===== config.mk =====
export PLATFORM = sky130hd
export DESIGN_NAME = u2_control_core
export DESIGN_NICKNAME = d
export VERILOG_FILES = /design/src/logic/u2_ctrl_pkg.sv /design/src/logic/settings_arbiter.sv /design/src/logic/misc_regs.sv /design/src/logic/vita_time_counter.sv /design/src/logic/readback_mux.sv /design/src/logic/u2_control_core.sv
export SDC_FILE = /design/constraint.sdc
export NUM_CORES = 1
export LEC_CHECK = 0
export BUFFER_PORTS_ARGS = -buffer_cell sky130_fd_sc_hd__buf_2
export CORE_MARGIN = 2
export CORE_UTILIZATION = 59
export CTS_BUF_LIST = sky130_fd_sc_hd__clkbuf_2 sky130_fd_sc_hd__clkbuf_4 sky130_fd_sc_hd__clkbuf_8
export DETAILED_ROUTE_END_ITERATION = 16
export HOLD_SLACK_MARGIN = 0.1
export PLACE_DENSITY = 0.87
export SYNTH_ARGS = -nofsm -noshare
export SYNTH_HDL_FRONTEND = slang
export SYNTH_HIERARCHICAL = 1
export SYNTH_SLANG_ARGS = --single-unit

===== constraint.sdc =====
create_clock -name dsp_clk -period 6 [get_ports dsp_clk]
set_clock_uncertainty 0.15 [all_clocks]
set_input_delay 1.2 -clock dsp_clk [delete_from_list [all_inputs] [get_ports dsp_clk]]
set_output_delay 1.2 -clock dsp_clk [all_outputs]
set_load 0.05 [all_outputs]

===== src/logic/u2_ctrl_pkg.sv =====
// Control plane shared definitions
`default_nettype none

package u2_ctrl_pkg;

   //////////////////////////////////////////////////
   // Settings bus
   localparam int SET_ADDR_W = 8;
   localparam int SET_DATA_W = 32;

   typedef logic [SET_ADDR_W-1:0] set_addr_t;
   typedef logic [SET_DATA_W-1:0] set_data_t;
   typedef logic [63:0]           vita_time_t;

   // Misc register block
   localparam set_addr_t SR_MISC    = 8'd0;
   localparam set_addr_t SR_SERDES  = SR_MISC + 8'd1;  // Serial link controls
   localparam set_addr_t SR_ADC     = SR_MISC + 8'd2;
   localparam set_addr_t SR_LED_SW  = SR_MISC + 8'd3;  // Software LED pattern
   localparam set_addr_t SR_PHY     = SR_MISC + 8'd4;
   localparam set_addr_t SR_LED_SRC = SR_MISC + 8'd6;  // 1 = hardware, 0 = software

   // Time load commits on the low word
   localparam set_addr_t SR_TIME_HI = 8'd10;
   localparam set_addr_t SR_TIME_LO = 8'd11;

   localparam int SER_CTRL_W = 4;
   localparam int ADC_CTRL_W = 4;
   localparam int LED_W      = 8;
   localparam logic [LED_W-1:0] LED_SRC_RESET = 8'h1E;

   //////////////////////////////////////////////////
   // Readback map
   localparam set_data_t COMPAT_NUM = {16'd10, 16'd0};  // Major, minor

   localparam int RB_ADDR_W = 4;
   localparam logic [RB_ADDR_W-1:0] RB_COMPAT  = 4'd0;
   localparam logic [RB_ADDR_W-1:0] RB_STATUS  = 4'd1;
   localparam logic [RB_ADDR_W-1:0] RB_TIME_HI = 4'd2;
   localparam logic [RB_ADDR_W-1:0] RB_TIME_LO = 4'd3;
   localparam logic [RB_ADDR_W-1:0] RB_PPS_HI  = 4'd4;
   localparam logic [RB_ADDR_W-1:0] RB_PPS_LO  = 4'd5;
   localparam set_data_t RB_UNUSED = 32'hFFFF_FFFF;

endpackage

`default_nettype wire


===== src/logic/settings_arbiter.sv =====
// Settings bus arbiter
`timescale 1ns/10ps
`default_nettype none

module settings_arbiter (
   input  logic                  dsp_clk,
   input  logic                  por_rst,
   input  logic                  host_stb_i,
   input  u2_ctrl_pkg::set_addr_t host_addr_i,
   input  u2_ctrl_pkg::set_data_t host_data_i,
   input  logic                  ctl_stb_i,
   input  u2_ctrl_pkg::set_addr_t ctl_addr_i,
   input  u2_ctrl_pkg::set_data_t ctl_data_i,
   output logic                  host_busy_o,
   output logic                  set_stb_o,
   output u2_ctrl_pkg::set_addr_t set_addr_o,
   output u2_ctrl_pkg::set_data_t set_data_o
);
   import u2_ctrl_pkg::*;

   logic      pend_valid;
   set_addr_t pend_addr;
   set_data_t pend_data;
   logic      take_pend;
   logic      take_host;
   logic      park_host;

   assign take_pend = !ctl_stb_i && pend_valid;
   assign take_host = !ctl_stb_i && !pend_valid && host_stb_i;
   assign park_host = ctl_stb_i && host_stb_i;   // Collision displaces the host write

   assign host_busy_o = pend_valid;

   always_ff @(posedge dsp_clk) begin
      if (por_rst) begin
         set_stb_o  <= 1'b0;
         pend_valid <= 1'b0;
      end else begin
         set_stb_o <= ctl_stb_i | take_pend | take_host;
         if (park_host) begin
            pend_valid <= 1'b1;
         end else if (take_pend) begin
            pend_valid <= 1'b0;
         end
      end
   end

   // Merged payload and held host write
   always_ff @(posedge dsp_clk) begin
      if (ctl_stb_i) begin
         set_addr_o <= ctl_addr_i;
         set_data_o <= ctl_data_i;
      end else if (take_pend) begin
         set_addr_o <= pend_addr;
         set_data_o <= pend_data;
      end else if (take_host) begin
         set_addr_o <= host_addr_i;
         set_data_o <= host_data_i;
      end
      if (park_host) begin
         pend_addr <= host_addr_i;
         pend_data <= host_data_i;
      end
   end

   // The one-entry slot takes no new host write while full
   a_host_no_stb_when_busy : assert property (
      @(posedge dsp_clk) disable iff (por_rst) !(host_stb_i && host_busy_o));

endmodule

`default_nettype wire


===== src/logic/misc_regs.sv =====
// Miscellaneous setting registers
// Serial link, ADC, PHY reset and LED source select
`timescale 1ns/10ps
`default_nettype none

module misc_regs (
   input  logic                  dsp_clk,
   input  logic                  por_rst,
   input  logic                  set_stb_i,
   input  u2_ctrl_pkg::set_addr_t set_addr_i,
   input  u2_ctrl_pkg::set_data_t set_data_i,
   input  logic                  run_rx_i,
   input  logic                  run_tx_i,
   input  logic                  clk_status_i,
   input  logic                  link_up_i,
   input  logic                  good_sync_i,
   output logic [u2_ctrl_pkg::SER_CTRL_W-1:0] ser_ctrl_o,
   output logic [u2_ctrl_pkg::ADC_CTRL_W-1:0] adc_ctrl_o,
   output logic                  phy_reset_n_o,
   output logic [u2_ctrl_pkg::LED_W-1:0]      leds_o
);
   import u2_ctrl_pkg::*;

   logic             phy_reset;
   logic [LED_W-1:0] led_sw;
   logic [LED_W-1:0] led_src;
   logic [LED_W-1:0] led_hw;

   //////////////////////////////////////////////////
   // Register decode
   always_ff @(posedge dsp_clk) begin
      if (por_rst) begin
         ser_ctrl_o <= '0;
         adc_ctrl_o <= '0;
         led_sw     <= '0;
         phy_reset  <= 1'b0;
         led_src    <= LED_SRC_RESET;   // Status LEDs under hardware control
      end else if (set_stb_i) begin
         case (set_addr_i)
            SR_SERDES:  ser_ctrl_o <= set_data_i[SER_CTRL_W-1:0];
            SR_ADC:     adc_ctrl_o <= set_data_i[ADC_CTRL_W-1:0];
            SR_LED_SW:  led_sw     <= set_data_i[LED_W-1:0];
            SR_PHY:     phy_reset  <= set_data_i[0];
            SR_LED_SRC: led_src    <= set_data_i[LED_W-1:0];
            default: ;
         endcase
      end
   end

   assign phy_reset_n_o = ~phy_reset;

   //////////////////////////////////////////////////
   // LED mux

   // Activity and link indicators
   assign led_hw = {3'b000,
                    run_tx_i,
                    run_rx_i,
                    clk_status_i,
                    link_up_i & good_sync_i,
                    1'b0};

   // Per bit select between hardware and software
   assign leds_o = (led_src & led_hw) | (~led_src & led_sw);

endmodule

`default_nettype wire


===== src/logic/vita_time_counter.sv =====
// VITA 64-bit time counter
// Software load and PPS capture
`timescale 1ns/10ps
`default_nettype none

module vita_time_counter (
   input  logic                  dsp_clk,
   input  logic                  por_rst,
   input  logic                  set_stb_i,
   input  u2_ctrl_pkg::set_addr_t set_addr_i,
   input  u2_ctrl_pkg::set_data_t set_data_i,
   input  logic                  pps_i,
   output u2_ctrl_pkg::vita_time_t vita_time_o,
   output u2_ctrl_pkg::vita_time_t vita_time_pps_o,
   output logic                  pps_int_o
);
   import u2_ctrl_pkg::*;

   set_data_t time_hi_hold;
   logic      pps_meta;
   logic      pps_sync;
   logic      pps_sync_d;
   logic      pps_edge;
   logic      load_lo;

   assign load_lo  = set_stb_i && (set_addr_i == SR_TIME_LO);
   assign pps_edge = pps_sync && !pps_sync_d;   // Rising edge only

   //////////////////////////////////////////////////
   // PPS synchronizer
   always_ff @(posedge dsp_clk) begin
      if (por_rst) begin
         pps_meta   <= 1'b0;
         pps_sync   <= 1'b0;
         pps_sync_d <= 1'b0;
      end else begin
         pps_meta   <= pps_i;
         pps_sync   <= pps_meta;
         pps_sync_d <= pps_sync;
      end
   end

   //////////////////////////////////////////////////
   // Time and capture
   always_ff @(posedge dsp_clk) begin
      if (por_rst) begin
         time_hi_hold    <= '0;
         vita_time_o     <= '0;
         vita_time_pps_o <= '0;
         pps_int_o       <= 1'b0;
      end else begin
         if (set_stb_i && (set_addr_i == SR_TIME_HI)) begin
            time_hi_hold <= set_data_i;   // Waits for low word
         end
         if (load_lo) begin
            vita_time_o <= {time_hi_hold, set_data_i};
         end else begin
            vita_time_o <= vita_time_o + 64'd1;
         end
         if (pps_edge) begin
            vita_time_pps_o <= vita_time_o;
         end
         pps_int_o <= pps_edge;
      end
   end

   // Settings writes carry a known address
   a_set_addr_known : assert property (
      @(posedge dsp_clk) disable iff (por_rst) set_stb_i |-> !$isunknown(set_addr_i));

endmodule

`default_nettype wire


===== src/logic/readback_mux.sv =====
// Readback word selector
`timescale 1ns/10ps
`default_nettype none

module readback_mux (
   input  logic                               dsp_clk,
   input  logic                               por_rst,
   input  logic [u2_ctrl_pkg::RB_ADDR_W-1:0]  rb_addr_i,
   input  u2_ctrl_pkg::vita_time_t            vita_time_i,
   input  u2_ctrl_pkg::vita_time_t            vita_time_pps_i,
   input  logic                               button_i,
   input  logic                               clk_status_i,
   input  logic                               link_up_i,
   output u2_ctrl_pkg::set_data_t             rb_data_o
);
   import u2_ctrl_pkg::*;

   set_data_t status_word;

   // Button at 13, clock status at 11, link at 10
   assign status_word = {18'd0, button_i, 1'b0, clk_status_i, link_up_i, 10'd0};

   always_ff @(posedge dsp_clk) begin
      if (por_rst) begin
         rb_data_o <= '0;
      end else begin
         case (rb_addr_i)
            RB_COMPAT:  rb_data_o <= COMPAT_NUM;
            RB_STATUS:  rb_data_o <= status_word;
            RB_TIME_HI: rb_data_o <= vita_time_i[63:32];
            RB_TIME_LO: rb_data_o <= vita_time_i[31:0];
            RB_PPS_HI:  rb_data_o <= vita_time_pps_i[63:32];
            RB_PPS_LO:  rb_data_o <= vita_time_pps_i[31:0];
            default:    rb_data_o <= RB_UNUSED;   // Unmapped
         endcase
      end
   end

endmodule

`default_nettype wire


===== src/logic/u2_control_core.sv =====
// Radio control plane top level
// Settings arbiter, misc registers, VITA time and readback
`timescale 1ns/10ps
`default_nettype none

module u2_control_core (
   input  logic                               dsp_clk,
   input  logic                               por_rst,
   // Host settings writes
   input  logic                               host_stb_i,
   input  u2_ctrl_pkg::set_addr_t             host_addr_i,
   input  u2_ctrl_pkg::set_data_t             host_data_i,
   output logic                               host_busy_o,
   // Packet control settings writes
   input  logic                               ctl_stb_i,
   input  u2_ctrl_pkg::set_addr_t             ctl_addr_i,
   input  u2_ctrl_pkg::set_data_t             ctl_data_i,
   // Timing
   input  logic                               pps_i,
   output logic                               pps_int_o,
   // Status inputs
   input  logic                               run_rx_i,
   input  logic                               run_tx_i,
   input  logic                               clk_status_i,
   input  logic                               link_up_i,
   input  logic                               good_sync_i,
   input  logic                               button_i,
   // Readback
   input  logic [u2_ctrl_pkg::RB_ADDR_W-1:0]  rb_addr_i,
   output u2_ctrl_pkg::set_data_t             rb_data_o,
   // Control lines
   output logic [u2_ctrl_pkg::SER_CTRL_W-1:0] ser_ctrl_o,
   output logic [u2_ctrl_pkg::ADC_CTRL_W-1:0] adc_ctrl_o,
   output logic                               phy_reset_n_o,
   output logic [u2_ctrl_pkg::LED_W-1:0]      leds_o
);
   import u2_ctrl_pkg::*;

   logic       set_stb;
   set_addr_t  set_addr;
   set_data_t  set_data;
   vita_time_t vita_time;
   vita_time_t vita_time_pps;

   //////////////////////////////////////////////////
   // Settings bus
   settings_arbiter i_settings_arbiter (
      .dsp_clk(dsp_clk), .por_rst(por_rst),
      .host_stb_i(host_stb_i), .host_addr_i(host_addr_i), .host_data_i(host_data_i),
      .ctl_stb_i(ctl_stb_i), .ctl_addr_i(ctl_addr_i), .ctl_data_i(ctl_data_i),
      .host_busy_o(host_busy_o),
      .set_stb_o(set_stb), .set_addr_o(set_addr), .set_data_o(set_data)
   );

   //////////////////////////////////////////////////
   // Setting consumers
   misc_regs i_misc_regs (
      .dsp_clk(dsp_clk), .por_rst(por_rst),
      .set_stb_i(set_stb), .set_addr_i(set_addr), .set_data_i(set_data),
      .run_rx_i(run_rx_i), .run_tx_i(run_tx_i),
      .clk_status_i(clk_status_i), .link_up_i(link_up_i), .good_sync_i(good_sync_i),
      .ser_ctrl_o(ser_ctrl_o), .adc_ctrl_o(adc_ctrl_o),
      .phy_reset_n_o(phy_reset_n_o), .leds_o(leds_o)
   );

   vita_time_counter i_vita_time_counter (
      .dsp_clk(dsp_clk), .por_rst(por_rst),
      .set_stb_i(set_stb), .set_addr_i(set_addr), .set_data_i(set_data),
      .pps_i(pps_i),
      .vita_time_o(vita_time), .vita_time_pps_o(vita_time_pps),
      .pps_int_o(pps_int_o)
   );

   //////////////////////////////////////////////////
   // Readback
   readback_mux i_readback_mux (
      .dsp_clk(dsp_clk), .por_rst(por_rst),
      .rb_addr_i(rb_addr_i),
      .vita_time_i(vita_time), .vita_time_pps_i(vita_time_pps),
      .button_i(button_i), .clk_status_i(clk_status_i), .link_up_i(link_up_i),
      .rb_data_o(rb_data_o)
   );

endmodule

`default_nettype wire


==> key figures, run 1 <==
Placement
  • Buffers on Ports: 145
  • DP HPWL: 20.05 mm
  • Routability Congestion: 0.9207
  • Placed cell areas: 13990 um2

Yosys
  • Sequential area share after synthesis: 51.69%
  • Post-Synth Adder-Cell Area: 0.09418%
  • Distinct cells, synth: 52
  • Syn. warnings: 6
  • Post-synth top flop: dfxtp_1
  • Post-Syn Nets: 1481
  • Syn Area/Cell: 9.592 um2
  • Asr flop ratio synth: 0%
  • Synthesized instance count: 1385
  • Post-Synth Simple-Gate Area: 19.25%
  • Mux cell area share after synthesis: 9.974%
  • Compound-cell area share of the yosys netlist: 12.91%
  • Post-Syn Area: 13290 um2
  • EDFF count, synth: 80
  • Synth Register Bits: 303
  • Largest family of logic cells by synthesized area: simple AND/OR/NAND/NOR gates
  • Post-Synth XOR/XNOR Area: 2.176%

Final layout
  • Most frequent cells in the layout: nand2_1, dfxtp_1, buf_2
  • Finished Core Util: 68.19%
  • Design Area, Final: 14970 um2
  • # diodes: 0
  • Final #Nets: 1586
  • Layout cell share with drive strength beyond 1: 18.90%
  • Area growth, synth to finish: 12.71%
  • Commonest non-fill, non-tap cell in the layout: nand2_1
  • Fillers: 1604

Timing
  • Period Utilization, post-route: 61.97%
  • Slew HR: 26.31%
  • # setup viols final: 0
  • Post-layout minimum cycle time: 3.718 ns
  • Fmax: 0.2690 GHz
  • Actual slew at the worst max-slew pin: 1.096 ns
  • RSZ-0062 raised after global routing: no
  • Final Hold Vio Count: 0
  • TNS Setup: 0 ns
  • Slew Limit Fails: 0

Drt
  • Initial DRT Pass Iterations: 5
  • First DRT Iteration DRCs: 962
  • DRC violations left: 0
  • Via-per-instance ratio: 5.896
  • Wire per inst: 16.98 um
  • Antenna viol nets, final: 0
  • Detailed Route WL: 30.71 mm
  • Via Count: 10.67k

GRT
  • GRT Util Overall: 25.41%
  • Antenna violations before repair: 0
  • Global route total overflow: 0
  • Vias in the first global route: 9938
  • First-pass GRT wire length: 49.60 mm
  • Largest net degree at the start of global routing: 98

CTS
  • Post-CTS Setup Bufs: 0
  • Num CTS Buffers: 48
  • CTS Root Cell: clkbuf_8
  • Hold Buf Count CTS: 0
  • Post-cts resize count: 0
  • Clk sinks: 303
  • TritonCTS clock tree: built
  • Worst-skew pair later-pin latency: 0.56 ns
  • Worst-path clk slew: 0.07 ns
  • Htree depth: 2
  • Longest Clk Path Bufs: 3

Critical path
  • Data required, critical path: 6.32 ns
  • Crit-path cells: nand4_4, nor4_2, nand4_1, or4_1, a311oi_1
  • R2R depth: 5
  • Crit Path Category: register to register
  • Crit path capture type: register
  • Crit-path slowest cell: nor4_2
  • WP data arrival: 4.04 ns
  • Max incr delay on CP: 0.98 ns
  • CP max FO: 21
  • Startpoint types: register

Run
  • Max Cap Viol: 0

Hold path
  • Worst hold path depth: 2
  • Hold Path Class: register to register

Floorplan
  • Die Footprint: 23730 um2
  • I/O Pins: 146
  • Die Wd: 154.1 um
  • Initial Util: 60.50%
  • Die Y: 154.1 um
  • Site Rows: 54
  • Core footprint: 21960 um2

Power
  • P per Cell Area: 283.8 nW/um2
  • Leak: 5.544 nW
  • Worst VDD drop: 0.2261 mV

Run status
  • Status: finished clean
==> area by class of cell <==
cell class	instances	area (um2)	area share, %
clock inverters	22	107.6	0.7186
clock buffers	67	872.1	5.824
well taps	280	350.3	2.340
inverters	8	30.03	0.2005
repair buffers	157	822.0	5.490
multi-input cells	972	5924	39.56
flip-flops and latches	303	6868	45.86
==> power by group <==
group	switching, mW	total (mW)	internal (mW)	leakage (nW)
clock	0.796	1.74	0.945	0.524
combinational	0.198	0.290	0.0926	2.42
sequential	0.0436	2.22	2.18	2.60
total	1.04	4.25	3.21	5.54
==> sequential cells by signal (all words and copies together), names as in the netlist, 32 cells and up <==
signal / count
i_settings_arbiter/pend_data: 32
i_readback_mux/rb_data_o: 32
i_settings_arbiter/set_data_o: 32
i_vita_time_counter/vita_time_o: 64
i_vita_time_counter/time_hi_hold: 32
i_vita_time_counter/vita_time_pps_o: 64
==> worst max-delay path, delay by kind of cell (launching register included) <==
kind	cells	cell delay, ns
compound gates	1	0.27
simple gates	4	2.73
flops	1	0.48
==> cell families (layout without fill, tap and decap cells) <==
family / count (synthesis) / after routing
fa+ha+maj: 1 / 1
buf+inv: 110 / 254
flops: 303 / 303
compound gates: 272 / 272
simple gates: 538 / 538
mux: 128 / 128
xor+xnor: 33 / 33
==> metal layers <==
metal / global-route usage, % / vias up / part of all wire, %
met5: 0 / - / 0
met2: 37.65 / 484 / 44
li1: - / 5161 / -
met1: 37.87 / 4972 / 45
met3: 5.496 / 49 / 9.1
met4: 6.498 / 0 / 1.6
==> final timing paths <==
kind                                                         from                                                   end  slack [ns]
max                 i_vita_time_counter/vita_time_o[5]$_SDFF_PP0_        i_vita_time_counter/vita_time_o[63]$_SDFF_PP0_        2.28
min          i_vita_time_counter/vita_time_pps_o[51]$_SDFFE_PP0P_  i_vita_time_counter/vita_time_pps_o[51]$_SDFFE_PP0P_        0.30
max reg2reg         i_vita_time_counter/vita_time_o[5]$_SDFF_PP0_        i_vita_time_counter/vita_time_o[63]$_SDFF_PP0_        2.28
min reg2reg  i_vita_time_counter/vita_time_pps_o[51]$_SDFFE_PP0P_  i_vita_time_counter/vita_time_pps_o[51]$_SDFFE_PP0P_        0.30
==> synth_stat cells, types with 9 or more instances <==
library cell | n | area share (%)
a211oi_1 | 34 | 1.9
a21oi_1 | 101 | 3.8
a221oi_1 | 30 | 2.0
a311oi_1 | 29 | 1.9
and3_1 | 11 | 0.52
buf_2 | 10 | 0.38
buf_6 | 9 | 0.76
clkbuf_1 | 75 | 2.1
dfxtp_1 | 223 | 34
edfxtp_1 | 80 | 18
mux2_2 | 35 | 3.0
mux2i_1 | 93 | 7.0
nand2_1 | 281 | 7.9
nand2b_1 | 32 | 1.5
nand3_1 | 27 | 1.0
nand4_1 | 19 | 0.89
nor2_1 | 86 | 2.4
nor2b_1 | 12 | 0.57
o21ai_0 | 59 | 2.2
o31ai_1 | 14 | 0.79
or3_1 | 17 | 0.80
or4_1 | 14 | 0.79
xnor2_1 | 9 | 0.59
xor2_1 | 24 | 1.6
==> stage by stage <==
step | std cells | power, mW | hold WS [ns] | setup slack, ns
detailed placement | 1720 | 2.549 | 0.2937 | 2.344
global placement | 1720 | 2.540 | 0.2850 | 2.475
floorplan | 1385 | 2.451 | 0.2559 | 2.859
finish | 1809 | 4.250 | 0.3002 | 2.282
CTS | 1809 | 4.281 | 0.3022 | 2.317
global route | 1809 | 4.392 | 0.3229 | 2.008
Power figures use the tool's default switching activity.
==> run 2: changes to the inputs <==
- CORE_UTILIZATION: 59 -> 55
- PLACE_DENSITY: 0.87 -> 0.86
- clock period: 6 -> 3.4 ns (I/O delays scaled with it)
==> key figures, run 2 (synthesis gave the netlist of run 1 again) <==
Run status
  • Status: finished clean

Power
  • Worst VDD drop: 0.3969 mV (+76%)
  • P per Cell Area: 515.8 nW/um2 (+82%)
  • Leak: 5.661 nW (+2.1%)

Critical path
  • R2R depth: 8 (+3)
  • Crit Path Category: register to register
  • Reg2Reg Setup Slack: 0.63 ns (-1.65 ns)
  • End point of the critical path: i_vita_time_counter/vita_time_o[50]$_SDFF_PP0_
  • Startpoint types: register
  • WP data arrival: 3.09 ns (-0.95 ns)
  • CP max FO: 23 (+9.5%)
  • Worst setup startpoint: i_vita_time_counter/vita_time_o[0]$_SDFF_PP0_
  • Data required, critical path: 3.72 ns (-2.60 ns)
  • Worst r2r src: i_vita_time_counter/vita_time_o[0]$_SDFF_PP0_
  • Crit path capture type: register
  • Worst reg2reg path endpoint: i_vita_time_counter/vita_time_o[50]$_SDFF_PP0_

Drt
  • DRC violations left: 0 (unchanged)
  • First DRT Iteration DRCs: 1101 (+14%)
  • Via-per-instance ratio: 5.813 (-1.4%)
  • Wire per inst: 16.94 um (-0.22%)
  • Antenna viol nets, final: 0 (unchanged)
  • Via Count: 10.79k (+1.2%)
  • Initial DRT Pass Iterations: 5 (unchanged)
  • Detailed Route WL: 31.44 mm (+2.4%)

Floorplan
  • Initial Util: 56.26% (-4.2 points)
  • Core footprint: 23610 um2 (+7.5%)
  • Site Rows: 56 (+3.7%)
  • I/O Pins: 146 (unchanged)
  • Die Wd: 159.4 um (+3.5%)
  • Die Y: 159.4 um (+3.5%)
  • Die Footprint: 25410 um2 (+7.1%)

Final layout
  • Commonest non-fill, non-tap cell in the layout: nand2_1
  • Design Area, Final: 15240 um2 (+1.8%)
  • Most frequent cells in the layout: nand2_1, dfxtp_1, buf_2
  • # diodes: 0 (unchanged)
  • Final #Nets: 1593 (+0.44%)
  • Top flop regs: i_vita_time_counter/vita_time_o x64, i_vita_time_counter/vita_time_pps_o x64
  • Area growth, synth to finish: 14.75%
  • Layout cell share with drive strength beyond 1: 19.91% (+1.0 points)

Timing
  • Fmax: 0.3609 GHz (+34%)
  • Post-layout minimum cycle time: 2.771 ns (-0.9475 ns)
  • Actual slew at the worst max-slew pin: 0.7884 ns (-0.3079 ns)
  • Slew HR: 47.44% (+21 points)
  • # setup viols final: 0 (unchanged)
  • Final Hold Vio Count: 0 (unchanged)
  • RSZ-0062 raised after global routing: no
  • TNS Setup: 0 ns (unchanged)
  • Slew Limit Fails: 0 (unchanged)
  • Period Utilization, post-route: 81.49% (+20 points)

CTS
  • Num CTS Buffers: 49 (+2.1%)
  • Htree depth: 2 (unchanged)
  • Hold Buf Count CTS: 0 (unchanged)
  • Post-cts resize count: 0 (unchanged)
  • Clk sinks: 303 (unchanged)
  • Longest Clk Path Bufs: 3 (unchanged)
  • Worst-skew pair later-pin latency: 0.58 ns (+0.02 ns)
  • TritonCTS clock tree: built
  • Post-CTS Setup Bufs: 0 (unchanged)
  • CTS Root Cell: clkbuf_8
  • Worst-path clk slew: 0.06 ns (about the same)

GRT
  • Largest net degree at the start of global routing: 128 (+31%)
  • Global route total overflow: 0 (unchanged)
  • GRT Util Overall: 24.03% (-1.4 points)
  • Antenna violations before repair: 0 (unchanged)
  • Vias in the first global route: 9931 (-0.070%)
  • First-pass GRT wire length: 50.76 mm (+2.3%)

Hold path
  • Hold Path Class: input pin to register

Run
  • Max Cap Viol: 0 (unchanged)

Placement
  • Routability Congestion: 0.8712 (-5.4%)
  • DP HPWL: 20.95 mm (+4.5%)
  • Placed cell areas: 14140 um2 (+1.0%)
  • Buffers on Ports: 145 (unchanged)
run 2: changes by cell type in the layout (fill, tap and decap cells not counted), sizes merged:
cell and delta:
bufinv +2, clkbuf +14, clkinv -14, buf +6
run 2: worst min path at each step:
stage | from | to | depth (start not counted)
finish | host_addr_i[6] | i_settings_arbiter/pend_addr[6]$_DFFE_PP_ | 1
global route | host_addr_i[6] | i_settings_arbiter/pend_addr[6]$_DFFE_PP_ | 1
CTS | host_addr_i[6] | i_settings_arbiter/pend_addr[6]$_DFFE_PP_ | 1
detailed placement | i_vita_time_counter/pps_meta$_SDFF_PP0_ | i_vita_time_counter/pps_sync$_SDFF_PP0_ | 1
global placement | i_vita_time_counter/pps_meta$_SDFF_PP0_ | i_vita_time_counter/pps_sync$_SDFF_PP0_ | 1
floorplan | i_vita_time_counter/pps_sync_d$_SDFF_PP0_ | i_vita_time_counter/pps_int_o$_SDFF_PP0_ | 1
run 2: where the power goes:
part	leakage (nW)	switching (mW)	internal (mW)	total, mW
clock network	0.592	1.42	2.01	3.43
logic	2.47	0.350	0.169	0.518
registers	2.60	0.0749	3.84	3.91
total	5.66	1.84	6.02	7.86
run 2: layout make-up:
type                       instances  area, um2
fill                            1859       8368
clock inverter                    10      103.9
clock buffer                      81       1002
tap                              319      399.1
multi-input combinational        972       5924
sequential                       303       6868
inverter                           8      30.03
timing repair buffer             163      917.1
run 2: per-layer routing:
layer / vias to the layer above / GRT usage, % / wire (um)
met5: - / 0 / 0
met4: 0 / 6.694 / 575
met3: 55 / 4.272 / 2771
met2: 525 / 35.12 / 13520
met1: 5039 / 36.51 / 14570
li1: 5170 / - / -
run 2: critical path, cell delays in order (launching register included):
cell      delay, ns
dfxtp_1        0.44
ha_1           0.23
nand3_1        0.25
nor4_4         0.21
buf_4          0.24
nand4_1        0.11
buf_4          0.24
or4_1          0.51
a311oi_1       0.31
run 2: stage by stage:
step           utilization, %  hold WS, ns  std cells  setup slack (ns)  total power [mW]
4_1_cts                 64.56       0.1207       1856            0.6494             7.917
3_5_place_dp            59.88       0.2791       1765            0.6974             4.505
2_1_floorplan               -       0.2559       1385            0.7791             4.326
6_report                64.56       0.1548       1856            0.6294             7.863
5_1_grt                 64.56       0.1283       1856            0.5116             8.134
3_3_place_gp            59.88       0.2876       1765            0.7682             4.491
==> run 3: changes to the inputs <==
- CORE_UTILIZATION: 55 -> 59
- PLACE_DENSITY: 0.86 -> 0.87
- clock period: 3.4 -> 2.8 ns (I/O delays scaled with it)
==> key figures, run 3 (synthesis gave the netlist of run 1 again) <==
GRT
  • First-pass GRT wire length: 52.01 mm (+2.4%)
  • Global route total overflow: 0 (unchanged)
  • Antenna violations before repair: 0 (unchanged)
  • GRT Util Overall: 26.71% (+2.7 points)
  • Vias in the first global route: 10.19k (+2.6%)
  • Largest net degree at the start of global routing: 128 (unchanged)

Placement
  • Buffers on Ports: 145 (unchanged)
  • DP HPWL: 20.56 mm (-1.9%)
  • Pre-CTS WS: 0.2889 ns (-0.4086 ns)
  • Routability Congestion: 0.9419 (+8.1%)

Timing
  • Setup slack after layout: 0.2161 ns (-0.4133 ns)
  • Fmax: 0.3870 GHz (+7.2%)
  • # setup viols final: 0 (unchanged)
  • TNS Setup: 0 ns (unchanged)
  • Actual slew at the worst max-slew pin: 0.6697 ns (-0.1187 ns)
  • Period Utilization, post-route: 92.28% (+11 points)
  • Slew Limit Fails: 0 (unchanged)
  • Final Hold Vio Count: 0 (unchanged)
  • Slew HR: 55.36% (+7.9 points)
  • Post-layout minimum cycle time: 2.584 ns (-0.1867 ns)
  • RSZ-0062 raised after global routing: no

Critical path
  • Crit path capture type: register
  • WP data arrival: 2.90 ns (-0.19 ns)
  • Crit Path Category: register to register
  • Max incr delay on CP: 0.51 ns (about the same)
  • Startpoint types: register
  • CP max FO: 10 (-57%)
  • Data required, critical path: 3.11 ns (-0.61 ns)
  • Crit-path cells: and4_1, and4b_1, nand4_1, or4_1, a311oi_1
  • Crit-path slowest cell: or4_1
  • Buf+Inv Stages, Crit Path: 0 (-2)
  • Cell family with most CP delay: simple AND/OR/NAND/NOR gates

Floorplan
  • Die Y: 154.1 um (-3.4%)
  • Core footprint: 21960 um2 (-7.0%)
  • Site Rows: 54 (-3.6%)
  • I/O Pins: 146 (unchanged)
  • Initial Util: 60.50% (+4.2 points)
  • Die Footprint: 23730 um2 (-6.6%)
  • Die Wd: 154.1 um (-3.4%)

Run status
  • Status: finished clean

Drt
  • Via Count: 10.97k (+1.7%)
  • Initial DRT Pass Iterations: 7 (+2)
  • Via-per-instance ratio: 5.902 (+1.5%)
  • Wire per inst: 17.49 um (+3.3%)
  • Antenna viol nets, final: 0 (unchanged)
  • First DRT Iteration DRCs: 859 (-22%)
  • DRC violations left: 0 (unchanged)
  • Detailed Route WL: 32.51 mm (+3.4%)

CTS
  • CTS Root Cell: clkbuf_8
  • Num CTS Buffers: 48 (-2.0%)
  • TritonCTS clock tree: built
  • Clk sinks: 303 (unchanged)
  • Worst-path clk slew: 0.06 ns (about the same)
  • Post-cts resize count: 0 (unchanged)
  • Worst-skew pair later-pin latency: 0.57 ns (about the same)
  • Htree depth: 2 (unchanged)
  • Longest Clk Path Bufs: 3 (unchanged)

Run
  • Max Cap Viol: 0 (unchanged)

Final layout
  • # diodes: 0 (unchanged)
  • Finished Core Util: 70.65% (+6.1 points)
  • Top flop regs: i_vita_time_counter/vita_time_o x64, i_vita_time_counter/vita_time_pps_o x64
  • Area growth, synth to finish: 16.77%
  • Most frequent cells in the layout: nand2_1, dfxtp_1, buf_2
  • Layout cell share with drive strength beyond 1: 19.19% (-0.72 points)
  • Commonest non-fill, non-tap cell in the layout: nand2_1
  • Final #Nets: 1641 (+3.0%)

Power
  • Worst VDD drop: 0.5024 mV (+27%)
  • Leak: 5.785 nW (+2.2%)
  • P per Cell Area: 590.0 nW/um2 (+14%)

Hold path
  • Hold Path Class: input pin to register
==> run 3: per-stage QoR <==
step	instance area (um2)	instances	total power, mW	hold slack (ns)
floorplan	13290	1385	5.253	0.2559
global placement	14150	1734	5.453	0.2884
detailed placement	14150	1734	5.471	0.2785
CTS	15510	1859	9.180	0.1299
global route	15510	1859	9.464	0.1536
finish	15510	1859	9.153	0.1514
==> run 3: final timing paths <==
check / from / end / slack, ns / cells past startpoint
max reg2reg: i_vita_time_counter/vita_time_o[15]$_SDFF_PP0_ / i_vita_time_counter/vita_time_o[39]$_SDFF_PP0_ / 0.22 / 5
max: i_vita_time_counter/vita_time_o[15]$_SDFF_PP0_ / i_vita_time_counter/vita_time_o[39]$_SDFF_PP0_ / 0.22 / 5
min: ctl_data_i[3] / i_settings_arbiter/set_data_o[3]$_DFFE_PP_ / 0.15 / 3
min reg2reg: i_vita_time_counter/vita_time_pps_o[30]$_SDFFE_PP0P_ / i_vita_time_counter/vita_time_pps_o[30]$_SDFFE_PP0P_ / 0.30 / 2
==> run 3: layout make-up <==
type | instances | area [um2]
clock buffers | 73 | 898.4
clock inverters | 11 | 55.05
fillers | 1616 | 6445
inverters | 8 | 30.03
multi-input cells | 972 | 5924
flip-flops and latches | 303 | 6868
well taps | 280 | 350.3
repair buffers | 212 | 1388
==> run 3: repair_timing <==
| item | CTS | global route |
|---|---|---|
| setup buffers | 0 | 0 |
| hold buffers | 41 | 0 |
| endpoints found under the hold margin | 41 | 0 |
==> run 3: per-layer routing <==
metal	routed length [um]	global-route usage, %	up-vias
li1	-	-	5268
met1	14520	38.85	5177
met2	14570	42.09	481
met3	2948	4.340	45
met4	470	6.186	0
met5	0	0	-
==> run 3: power breakdown <==
part | internal [mW] | switching [mW]
logic | 0.246 | 0.445
registers | 4.66 | 0.0919
clock network | 2.04 | 1.67
total | 6.94 | 2.21
==> run 3: worst reg2reg max path: stages, from the launching register on <==
cell and delay (ns):
dfxtp_1 0.46, and4_1 0.27, and4b_1 0.44, nand4_1 0.37
or4_1 0.51, a311oi_1 0.27
